`config.mk`:
```
export PLATFORM = sky130hd
export DESIGN_NAME = cdr_top
export DESIGN_NICKNAME = d
export VERILOG_FILES = /design/src/rtl/cdr_pkg.sv /design/src/rtl/mm_pd.sv /design/src/rtl/cdr_loop_filter.sv /design/src/rtl/cdr_state_sampler.sv /design/src/rtl/cdr_top.sv
export VERILOG_INCLUDE_DIRS = /design/src /design/src/rtl
export SDC_FILE = /design/constraint.sdc
export NUM_CORES = 1
export LEC_CHECK = 0
export BUFFER_PORTS_ARGS = -buffer_cell sky130_fd_sc_hd__buf_2
export CORE_MARGIN = 2
export CORE_UTILIZATION = 55
export DETAILED_ROUTE_END_ITERATION = 10
export GPL_ROUTABILITY_DRIVEN = 1
export GPL_TIMING_DRIVEN = 0
export PLACE_DENSITY = 0.83
export SETUP_SLACK_MARGIN = 0.1
export SLEW_MARGIN = 0
export SYNTH_ARGS = -nofsm -noshare
export SYNTH_HDL_FRONTEND = slang
export SYNTH_SLANG_ARGS = --single-unit
```
`constraint.sdc`:
```
create_clock -name clk -period 6.37 [get_ports clk]
set_input_delay 1.5925 -clock clk [delete_from_list [all_inputs] [get_ports clk]]
set_output_delay 1.5925 -clock clk [all_outputs]
set_load 0.03 [all_outputs]
```
`src/rtl/cdr_config.svh`:
```
`ifndef CDR_CONFIG_SVH
`define CDR_CONFIG_SVH

// ADC side.
`define NADC            8   // Bits per sample.
`define NTI             4   // Interleaved samples per word.

// Interpolator side.
`define NPI             8   // Code width.
`define NOUT            4   // Lanes driven with the same code.

// Loop filter.
`define GAIN_WIDTH      3   // Shift gains.
`define PHASE_EST_SHIFT 8   // Fraction bits below the phase estimate.

// Cycles the loop stays quiet after reset release.
`define HOLD_CYCLES     32

`endif

```
`src/rtl/cdr_pkg.sv`:
```
`include "cdr_config.svh"

package cdr_pkg;

    // Raw ADC sample.
    typedef logic signed [`NADC-1:0] adc_sample_t;

    // Detector output, two guard bits over a sample.
    typedef logic signed [`NADC+1:0] phase_err_t;

    // Loop accumulators, detector width plus fraction bits.
    typedef logic signed [`NADC+1+`PHASE_EST_SHIFT:0] loop_acc_t;

    typedef logic [`NPI-1:0] pi_code_t;

    typedef logic [`GAIN_WIDTH-1:0] gain_t;  // Left shift amount.

    // Debug snapshot FSM.
    typedef enum logic [1:0] {
        SAMPLER_WAIT,
        SAMPLER_READY,
        SAMPLER_SAMPLE
    } sampler_state_t;

endpackage

```
`src/rtl/mm_pd.sv`:
```
`include "cdr_config.svh"
`default_nettype none

module mm_pd (
    input  wire cdr_pkg::adc_sample_t din_i [`NTI],
    input  wire cdr_pkg::phase_err_t  pd_offset_i,
    output cdr_pkg::phase_err_t       pd_error_o
);

    import cdr_pkg::*;

    // Room for NTI-1 terms of two samples each plus the offset.
    localparam int sum_w = `NADC + 4;

    localparam logic signed [sum_w-1:0] err_max = (1 <<< (`NADC + 1)) - 1;
    localparam logic signed [sum_w-1:0] err_min = -(1 <<< (`NADC + 1));

    logic signed [sum_w-1:0] pd_sum;

    // x[k]*sgn(x[k-1]) - x[k-1]*sgn(x[k]), zero counts as positive.
    function automatic logic signed [sum_w-1:0] mm_term(
        input adc_sample_t prev_smp,
        input adc_sample_t cur_smp
    );
        logic signed [sum_w-1:0] p;
        logic signed [sum_w-1:0] c;
        logic signed [sum_w-1:0] lead;
        logic signed [sum_w-1:0] lag;
        p = prev_smp;
        c = cur_smp;
        lead = prev_smp[`NADC-1] ? -c : c;
        lag  = cur_smp[`NADC-1] ? -p : p;
        return lead - lag;
    endfunction

    always_comb begin
        pd_sum = pd_offset_i;  // Sign extended.
        for (int k = 1; k < `NTI; k++) begin
            pd_sum = pd_sum + mm_term(din_i[k-1], din_i[k]);
        end
    end

    // Clamp to the error range.
    always_comb begin
        if (pd_sum > err_max) begin
            pd_error_o = phase_err_t'(err_max);
        end else if (pd_sum < err_min) begin
            pd_error_o = phase_err_t'(err_min);
        end else begin
            pd_error_o = phase_err_t'(pd_sum);
        end
    end

endmodule

`default_nettype wire

```
`src/rtl/cdr_loop_filter.sv`:
```
`include "cdr_config.svh"
`default_nettype none

module cdr_loop_filter (
    input  wire logic                clk,
    input  wire logic                ext_rstb,
    input  wire cdr_pkg::phase_err_t pd_error_i,
    input  wire logic                ramp_clock_i,
    input  wire cdr_pkg::gain_t      kp_i,
    input  wire cdr_pkg::gain_t      ki_i,
    input  wire cdr_pkg::gain_t      kr_i,
    input  wire logic                en_freq_est_i,
    input  wire logic                en_ramp_est_i,
    input  wire logic                en_ext_pi_ctl_i,
    input  wire cdr_pkg::pi_code_t   ext_pi_ctl_i,
    output cdr_pkg::pi_code_t        pi_ctl_o [`NOUT],
    output logic                     freq_lvl_cross_o,
    output cdr_pkg::phase_err_t      phase_est_out_o,
    output cdr_pkg::loop_acc_t       freq_update_o,
    output cdr_pkg::loop_acc_t       ramp_update_o
);

    import cdr_pkg::*;

    localparam int hold_cnt_w = $clog2(`HOLD_CYCLES + 2);
    localparam int pi_shift   = `NADC + 2 - `NPI;  // Drop the low detector bits.

    logic [hold_cnt_w-1:0] hold_cnt;
    logic                  hold_done;

    logic ramp_clock_ff;
    logic ramp_sync;

    phase_err_t phase_error;
    loop_acc_t  err_ext;

    loop_acc_t phase_q;
    loop_acc_t phase_d;
    loop_acc_t freq_q;
    loop_acc_t freq_d;
    loop_acc_t freq_update;
    loop_acc_t prev_freq_update_q;

    loop_acc_t ramp_pls_q;
    loop_acc_t ramp_pls_d;
    loop_acc_t ramp_neg_q;
    loop_acc_t ramp_neg_d;
    loop_acc_t ramp_term;

    logic signed [`NADC+2+`PHASE_EST_SHIFT:0] freq_diff;  // One bit over loop_acc_t.

    pi_code_t pi_code;

    // Hold-off after reset. Runs once, then parks.
    always_ff @(posedge clk or negedge ext_rstb) begin
        if (!ext_rstb) begin
            hold_cnt  <= '0;
            hold_done <= 1'b0;
        end else if (!hold_done) begin
            hold_cnt  <= hold_cnt + 1'b1;
            hold_done <= (hold_cnt == hold_cnt_w'(`HOLD_CYCLES));
        end
    end

    // Slow ramp clock into the clk domain.
    always_ff @(posedge clk or negedge ext_rstb) begin
        if (!ext_rstb) begin
            ramp_clock_ff <= 1'b0;
            ramp_sync     <= 1'b0;
        end else begin
            ramp_clock_ff <= ramp_clock_i;
            ramp_sync     <= ramp_clock_ff;
        end
    end

    always_comb begin
        err_ext = phase_error;  // Sign extended.

        // Each half of the ramp period has its own accumulator.
        if (ramp_sync) begin
            ramp_pls_d = ramp_pls_q + (err_ext <<< kr_i);
            ramp_neg_d = ramp_neg_q;
        end else begin
            ramp_pls_d = ramp_pls_q;
            ramp_neg_d = ramp_neg_q + (err_ext <<< kr_i);
        end
        if (!en_ramp_est_i) begin
            ramp_pls_d = '0;
            ramp_neg_d = '0;
        end

        ramp_term   = ramp_sync ? ramp_pls_q : ramp_neg_q;
        freq_update = freq_q + (err_ext <<< ki_i) + ramp_term;
        freq_d      = en_freq_est_i ? freq_update : '0;
        phase_d     = phase_q + (err_ext <<< kp_i) + freq_q;
        freq_diff   = freq_update - prev_freq_update_q;
    end

    always_ff @(posedge clk or negedge ext_rstb) begin
        if (!ext_rstb) begin
            phase_error        <= '0;
            phase_q            <= '0;
            freq_q             <= '0;
            prev_freq_update_q <= '0;
            ramp_pls_q         <= '0;
            ramp_neg_q         <= '0;
        end else if (!hold_done) begin
            phase_error        <= '0;
            phase_q            <= '0;
            freq_q             <= '0;
            prev_freq_update_q <= '0;
            ramp_pls_q         <= '0;
            ramp_neg_q         <= '0;
        end else begin
            phase_error        <= pd_error_i;
            phase_q            <= phase_d;
            freq_q             <= freq_d;
            prev_freq_update_q <= freq_update;
            ramp_pls_q         <= ramp_pls_d;
            ramp_neg_q         <= ramp_neg_d;
        end
    end

    // Set when the frequency update moved up.
    always_ff @(posedge clk or negedge ext_rstb) begin
        if (!ext_rstb) begin
            freq_lvl_cross_o <= 1'b0;
        end else begin
            freq_lvl_cross_o <= (freq_diff > 0);
        end
    end

    assign phase_est_out_o = phase_err_t'(phase_q >>> `PHASE_EST_SHIFT);
    assign pi_code         = pi_code_t'(phase_est_out_o >>> pi_shift);

    // Same code on every lane unless overridden.
    always_comb begin
        for (int k = 0; k < `NOUT; k++) begin
            pi_ctl_o[k] = en_ext_pi_ctl_i ? ext_pi_ctl_i : pi_code;
        end
    end

    assign freq_update_o = freq_update;
    assign ramp_update_o = ramp_sync ? ramp_pls_d : ramp_neg_d;

endmodule

`default_nettype wire

```
`src/rtl/cdr_state_sampler.sv`:
```
`include "cdr_config.svh"
`default_nettype none

module cdr_state_sampler (
    input  wire logic                clk,
    input  wire logic                ext_rstb,
    input  wire logic                sample_req_i,
    input  wire cdr_pkg::phase_err_t phase_est_i,
    input  wire cdr_pkg::loop_acc_t  freq_est_i,
    input  wire cdr_pkg::loop_acc_t  ramp_est_i,
    output cdr_pkg::phase_err_t      snap_phase_o,
    output cdr_pkg::loop_acc_t       snap_freq_o,
    output cdr_pkg::loop_acc_t       snap_ramp_o
);

    import cdr_pkg::*;

    sampler_state_t state;
    sampler_state_t state_next;

    // Arm on a low request, fire on a high one.
    always_comb begin
        state_next = state;
        case (state)
            SAMPLER_WAIT: begin
                if (!sample_req_i) begin
                    state_next = SAMPLER_READY;
                end
            end
            SAMPLER_READY: begin
                if (sample_req_i) begin
                    state_next = SAMPLER_SAMPLE;
                end
            end
            SAMPLER_SAMPLE: state_next = SAMPLER_WAIT;  // One shot.
            default: state_next = SAMPLER_WAIT;
        endcase
    end

    always_ff @(posedge clk or negedge ext_rstb) begin
        if (!ext_rstb) begin
            state        <= SAMPLER_WAIT;
            snap_phase_o <= '0;
            snap_freq_o  <= '0;
            snap_ramp_o  <= '0;
        end else begin
            state <= state_next;
            if (state == SAMPLER_SAMPLE) begin
                snap_phase_o <= phase_est_i;
                snap_freq_o  <= freq_est_i;
                snap_ramp_o  <= ramp_est_i;
            end
        end
    end

endmodule

`default_nettype wire

```
`src/rtl/cdr_top.sv`:
```
`include "cdr_config.svh"
`default_nettype none

module cdr_top (
    input  wire logic                 clk,
    input  wire logic                 ext_rstb,
    input  wire cdr_pkg::adc_sample_t din_i [`NTI],
    input  wire cdr_pkg::phase_err_t  pd_offset_i,
    input  wire logic                 ramp_clock_i,
    input  wire cdr_pkg::gain_t       kp_i,
    input  wire cdr_pkg::gain_t       ki_i,
    input  wire cdr_pkg::gain_t       kr_i,
    input  wire logic                 en_freq_est_i,
    input  wire logic                 en_ramp_est_i,
    input  wire logic                 en_ext_pi_ctl_i,
    input  wire cdr_pkg::pi_code_t    ext_pi_ctl_i,
    input  wire logic                 sample_req_i,
    output cdr_pkg::pi_code_t         pi_ctl_o [`NOUT],
    output logic                      freq_lvl_cross_o,
    output cdr_pkg::phase_err_t       snap_phase_o,
    output cdr_pkg::loop_acc_t        snap_freq_o,
    output cdr_pkg::loop_acc_t        snap_ramp_o
);

    import cdr_pkg::*;

    phase_err_t pd_error;       // Combinational detector output.
    phase_err_t phase_est_out;
    loop_acc_t  freq_update;
    loop_acc_t  ramp_update;

    mm_pd pd0 (
        .din_i       (din_i),
        .pd_offset_i (pd_offset_i),
        .pd_error_o  (pd_error)
    );

    cdr_loop_filter lf0 (
        .clk              (clk),
        .ext_rstb         (ext_rstb),
        .pd_error_i       (pd_error),
        .ramp_clock_i     (ramp_clock_i),
        .kp_i             (kp_i),
        .ki_i             (ki_i),
        .kr_i             (kr_i),
        .en_freq_est_i    (en_freq_est_i),
        .en_ramp_est_i    (en_ramp_est_i),
        .en_ext_pi_ctl_i  (en_ext_pi_ctl_i),
        .ext_pi_ctl_i     (ext_pi_ctl_i),
        .pi_ctl_o         (pi_ctl_o),
        .freq_lvl_cross_o (freq_lvl_cross_o),
        .phase_est_out_o  (phase_est_out),
        .freq_update_o    (freq_update),
        .ramp_update_o    (ramp_update)
    );

    // Debug snapshot of the loop state.
    cdr_state_sampler smp0 (
        .clk          (clk),
        .ext_rstb     (ext_rstb),
        .sample_req_i (sample_req_i),
        .phase_est_i  (phase_est_out),
        .freq_est_i   (freq_update),
        .ramp_est_i   (ramp_update),
        .snap_phase_o (snap_phase_o),
        .snap_freq_o  (snap_freq_o),
        .snap_ramp_o  (snap_ramp_o)
    );

endmodule

`default_nettype wire

```
== Word-level counts from Yosys, hierarchy flattened ==
Index checks and enable logic that the tools add are counted.

* Add/subtract/negate cells: 18
* $lt $le $gt $ge: 3
* Equal/unequal tests: 5
* Shift-type cells: 3
* Muxes and demuxes: 26
* Reduce and logical (&&, ||, !) cells: 2

{| class="wikitable"
|+ Operators with widths
! cell !! count
|-
| $mux 18 || 12
|-
| $add 18x18->18 || 6
|-
| $mux 12 || 6
|-
| $sshl 10x3->18 || 3
|-
| $neg 8->12 || 4
|-
| $sub 12x12->12 || 3
|-
| $mux 10 || 3
|-
| $add 12x12->12 || 2
|-
| $gt 19x1->1 const B || 1
|-
| $sub 18x18->19 || 1
|-
| $add 10x12->12 || 1
|-
| $gt 12x10->1 const B || 1
|-
| $lt 12x10->1 const B || 1
|-
| $mux 8 || 1
|-
| $add 6x1->6 const B || 1
|-
| $eq 6x6->1 const B || 1
|-
| $mux 2 || 2
|-
| $ne 2x2->1 const B || 2
|-
| $pmux 2 s2 || 1
|-
| $eq 2x1->1 const B || 1
|-
| $eq 2x2->1 const B || 1
|-
| $logic_not 2->1 || 1
|-
| $reduce_and 2->1 || 1
|-
| $mux 1 || 1
|}

* Register bits: 158
* Input bits: 66
* Output and inout port bits: 79
* Word-level logic and storage cells: 72

== Depth between registers and ports, before layout ==
* Depth after elaboration: 10
* Gate-level depth with buffers: 26
* Gate-level depth less buffers: 25

== Cells and area by module ==
Synthesis repeated with hierarchy kept, for this count alone.

* Cells, all modules: 1600
* Area total of the unflattened synthesis: 15070.7 um^2

{| class="wikitable"
|+ By module, submodules not included
! module !! times used !! cells an instance !! area an instance (um^2) !! sequential area each (um^2)
|-
| cdr_loop_filter || 1 || 1158 || 10254.8 || 2752.6
|-
| mm_pd || 1 || 340 || 2835.2 || 0.0
|-
| cdr_state_sampler || 1 || 102 || 1980.6 || 1201.2
|}

== Least setup slack after synthesis ==
OpenSTA, ideal clock, no wires.

* Kind: input to register
* Start: input din_i[15] (netlist name)
* End: register lf0.phase_error[6]
* Library setup time: 120 ps
* Arrival: 7013 ps
* Required time: 6250 ps
* Setup slack: -763 ps
* Cell stages on the path: 21
* Path buffers: 2
* Cells stage by stage: clkbuf_1 -> clkinv_1 -> nor2_1 -> xnor2_1 -> fa_1 -> fa_1 -> fa_1 -> inv_1 -> fa_1 -> inv_1 -> fa_1 -> a21oi_1 -> o21ai_0 -> or4_1 -> a21oi_1 -> o21ai_0 -> xor2_1 -> o311a_2 -> and2_4 -> buf_6 -> a31o_2

* Cells in the longest elaborated chain, start to end: 9
* Elaborated cells on any way between the ends: 14
* Those cells by class: 5 x add/sub; 2 x order compare; 7 x mux

{| class="wikitable"
|+ RTL lines
! item !! line !! source
|-
| start: declaration || cdr_top.sv:7 || <nowiki>input wire cdr_pkg::adc_sample_t din_i [`NTI],</nowiki>
|-
| $neg 8->12 || mm_pd.sv:31, mm_pd.sv:32 ||
|-
| $mux 12 || mm_pd.sv:31 || <nowiki>lead = prev_smp[`NADC-1] ? -c : c;</nowiki>
|-
| $sub 12x12->12 || mm_pd.sv:33 || <nowiki>return lead - lag;</nowiki>
|-
| $add 12x12->12 || mm_pd.sv:39 || <nowiki>pd_sum = pd_sum + mm_term(din_i[k-1], din_i[k]);</nowiki>
|-
| $add 12x12->12 (*) || mm_pd.sv:39 ||
|-
| $lt 12x10->1 || mm_pd.sv:47 || <nowiki>end else if (pd_sum < err_min) begin</nowiki>
|-
| $mux 10 || mm_pd.sv:47 ||
|-
| $mux 10 (*) || mm_pd.sv:45 || <nowiki>if (pd_sum > err_max) begin</nowiki>
|-
| $mux 10 (*) || cdr_loop_filter.sv:107 || <nowiki>end else if (!hold_done) begin</nowiki>
|-
| end signal: assignment || cdr_loop_filter.sv:115 || <nowiki>phase_error <= pd_error_i;</nowiki>
|-
| end: declaration || cdr_loop_filter.sv:34 || <nowiki>phase_err_t phase_error;</nowiki>
|}

Mark *: on every way between the ends. The rest lies on a longest branch, timed or not.
A chain may end at the register's enable or synchronous reset.

== Final worst setup path ==
* Start: input ki_i[0]
* End: register lf0.freq_lvl_cross_o

* Cells in the longest elaborated chain, start to end: 5

{| class="wikitable"
|+ RTL lines
! item !! line !! source
|-
| start: declaration || cdr_top.sv:11 || <nowiki>input wire cdr_pkg::gain_t ki_i,</nowiki>
|-
| $sshl 10x3->18 || cdr_loop_filter.sv:93 || <nowiki>freq_update = freq_q + (err_ext <<< ki_i) + ramp_term;</nowiki>
|-
| $add 18x18->18 (2 in series) || cdr_loop_filter.sv:93 ||
|-
| via freq_update[14] || cdr_top.sv:29 || <nowiki>loop_acc_t freq_update;</nowiki>
|-
| $sub 18x18->19 || cdr_loop_filter.sv:96 || <nowiki>freq_diff = freq_update - prev_freq_update_q;</nowiki>
|-
| $gt 19x1->1 || cdr_loop_filter.sv:129 || <nowiki>freq_lvl_cross_o <= (freq_diff > 0);</nowiki>
|-
| end signal: assignment || cdr_loop_filter.sv:129 ||
|-
| end: declaration || cdr_loop_filter.sv:17 || <nowiki>output logic freq_lvl_cross_o,</nowiki>
|}

The timed path passes the listed nets, and every way through them passes these cells.

==> flow_summary.toml <==
[status]
status = "finished, violations left"
violations = "negative setup slack"

[place]
dp_cells = 2171
gp_congestion = 0.986
place_hpwl_mm = 31.2
port_buffers = 133

[floorplan]
io_pins = 145
start_util_pct = 56.3
die_h_um = 168
row_count = 59
core-area_um2 = 26200
dieArea_um2 = 28200
dieWidth_um = 168

[yosys]
synth_nets = 1964
postSynthAreaPerCell_um2 = 8.68
synth-seq-cells = 158
netlist_instances = 1702
yosysSeqAreaShare_pct = 26.8
netlist_area_um2 = 14800
yosys.cell_types.count = 69
synth_async_sr_flop_share_pct = 100
ys_warn_count = 0
synthFlopType = "dfrtp_1"
synth_edf_count = 0

[global_route]
grt_pass1_vias = 13055
met1_usage_pct = 36.7
grtUsageMet2_pct = 48.6
antenna_found_initial = 2
grt_use_total_pct = 29.1
grtUsageMet3_pct = 4.65
grt_max_degree = 95
grt_overflow = 0
grt_pass1_wl_mm = 65.3
grt-busiest-layer = "met2"

[route]
dr.pass1.iters = 6
antenna_left = 0
avgRoutedWirePerCell_um = 18.5
drt-total-wl_mm = 41.3
via_count = 13222
drc = 0
drt_iter0_drc = 1142
via_per_inst = 5.93

[worst_setup_path]
critical_path.max_fanout = 10
cp.arrival_ns = 7.13
r2r_setup_slack_ns = -0.34
crit_type = "primary input to register"
cp-start-kind = "primary input"
worstReg2RegEnd = "lf0.freq_lvl_cross_o"
crit-reg2reg-launch = "lf0.ramp_sync"
crit_required_ns = 6.69
end_kind = "register"
reg2regPathDepth = 23

[sta]
skew_ns = 0.0144
setup_ws_ns = -0.440
drv_slew = 0
post-route-period-util_pct = 107
rsz0062_at_grt = "true"
max_freq_ghz = 0.147
setup_viol = 2
slew_headroom_pct = 35.2
hold_viol_final = 0
worst_pin_slew_ns = 0.972
min_period_ns = 6.81

[flow_run]
cap_violations = 0

[clock_tree]
htree_num_levels = 4
cts-root-buf = "clkbuf_16"
cts_made_buffers = 17
clk_pin_slew_ns = 0.07
insertion_delay_ns = 0.45
cts_buffer_depth = 2
clock_sinks = 158
cts_tree = "built"

[final_layout]
area_delta_synth_final_pct = 18.1
nets = 2143
final_common_cell = "nand2_1"
final_cell_mix = "186 x nand2_1, 168 x inv_1, 158 x dfrtp_1"
drive_above_1_share_pct = 19.9
fin_cells = 2231

[hold_path]
whs_path_depth = 0
hold_class = "register to register"
hold_start = "lf0.ramp_clock_ff"
hold_end = "lf0.ramp_sync"
-- how the worst max path moves through the flow --
stage	from	end	slack, ns
after global placement	ki_i[0]	lf0.freq_lvl_cross_o	-1.15
final	ki_i[0]	lf0.freq_lvl_cross_o	-0.44
after CTS	ki_i[0]	lf0.freq_lvl_cross_o	-0.42
after floorplan	din_i[16]	lf0.phase_error[6]	-0.17
after detailed placement	ki_i[0]	lf0.freq_lvl_cross_o	-1.25
after global routing	ki_i[0]	lf0.freq_lvl_cross_o	-0.67
-- layout make-up --
cell class	instances	area, µm²
repair buffers	160	950
flip-flops and latches	158	3950
well taps	335	419
fillers	1980	8760
clock buffers	18	429
plain buffers	89	524
clock inverters	14	129
diodes	2	5.00
multi-input cells	1277	10300
inverters	178	686
-- synth_stat cells (all sizes together) (4+ instances only) --
library cell	n	area [µm²]
a2111oi	4	35.0
xnor2	71	622
o21ai	111	556
nor2	107	402
mux2	23	259
o21a	17	128
inv	177	664
dfrtp	158	3950
ha	105	1310
o211ai	7	52.6
fa	91	1820
nand3b	4	30.0
a211oi	10	75.1
nor2b	25	156
xor2	43	377
a31o	4	35.0
o22ai	8	50.1
and3	12	75.1
and2	38	240
or3	16	100
nand2b	27	169
mux2i	58	581
nand3	27	135
a21oi	113	577
or2	4	27.5
or4	5	41.3
nor4	5	31.3
o41ai	5	43.8
clkbuf	57	214
a311oi	6	52.6
a221oi	5	43.8
o21bai	8	60.1
nand2	195	732
buf	32	220
nor3	38	190
o31ai	8	60.1
a21o	28	210
a31oi	13	81.3
-- kinds of logic (layout without fill, tap and decap cells) --
group           after synthesis  after routing  share of synthesized area (%)
compound gates              366            366                           15.1
xor+xnor                    115            115                           6.91
fa+ha+maj                   196            196                           21.2
buf+inv                     267            459                           7.47
flops                       158            158                           26.8
mux                          82             82                           5.84
other cells                   0              2                              0
simple gates                518            518                           16.6
-- registers in the layout, summed over array words and instances, names as in the netlist --
signal	count
lf0.ramp_pls_q	18
smp0.snap_phase_o	10
smp0.snap_freq_o	18
lf0.hold_done	1
lf0.ramp_sync	1
lf0.freq_lvl_cross_o	1
smp0.state	2
lf0.freq_q	18
lf0.hold_cnt	6
lf0.ramp_clock_ff	1
lf0.ramp_neg_q	18
lf0.phase_q	18
lf0.phase_error	10
lf0.prev_freq_update_q	18
smp0.snap_ramp_o	18
-- metrics by stage --
stage | hold WS, ns | util, % | cell area (µm²) | setup WS [ns] | TNS, ns
floorplan | 0.331 | - | 15000 | -0.173 | -0.823
global placement | 0.336 | 61.5 | 16100 | -1.15 | -6.14
detailed placement | 0.351 | 61.6 | 16200 | -1.25 | -7.10
CTS | 0.368 | 65.1 | 17100 | -0.417 | -0.455
global route | 0.384 | 66.6 | 17400 | -0.669 | -1.55
finish | 0.365 | 66.6 | 17400 | -0.440 | -0.490
-- worst max-delay path, cell delays in order --
cell and delay (ns):
buf_2 0.16, buf_8 0.17, mux2i_4 0.20, a21oi_2 0.18, nand2b_1 0.11, fa_1 0.52, inv_1 0.08, ha_1 0.28
a21o_1 0.19, a21oi_2 0.17, o21bai_1 0.14, o311a_1 0.37, nor4b_4 0.33, o41ai_1 0.15, a21o_1 0.23, xnor2_2 0.27
inv_2 0.09, ha_4 0.31, o21ai_0 0.11, o21bai_1 0.19, o31ai_1 0.11, nor4_2 0.24, nand4b_1 0.19, or4_1 0.45
a2111oi_2 0.22, a221oi_1 0.08
-- per-layer routing --
layer / routed length (µm) / part of all wire [%]
met2: 20000 / 48
met5: 14 / 0.034
met3: 2950 / 7.2
met1: 16400 / 40
met4: 1960 / 4.7
-- timing repair --
| action | CTS | global route |
|---|---|---|
| cloned | 1 | 0 |
| hold buffers | 0 | 0 |
| endpoints found under the setup margin | 10 | 11 |
| hold endpoints to repair | 0 | 0 |
| buffers inserted | 14 | 11 |
| pin swaps | 28 | 38 |
| resized for setup | 50 | 73 |
Power is left out: the tool's default activity adds up to more than one toggle a clock period on the data nets, which glitch-free logic cannot reach.
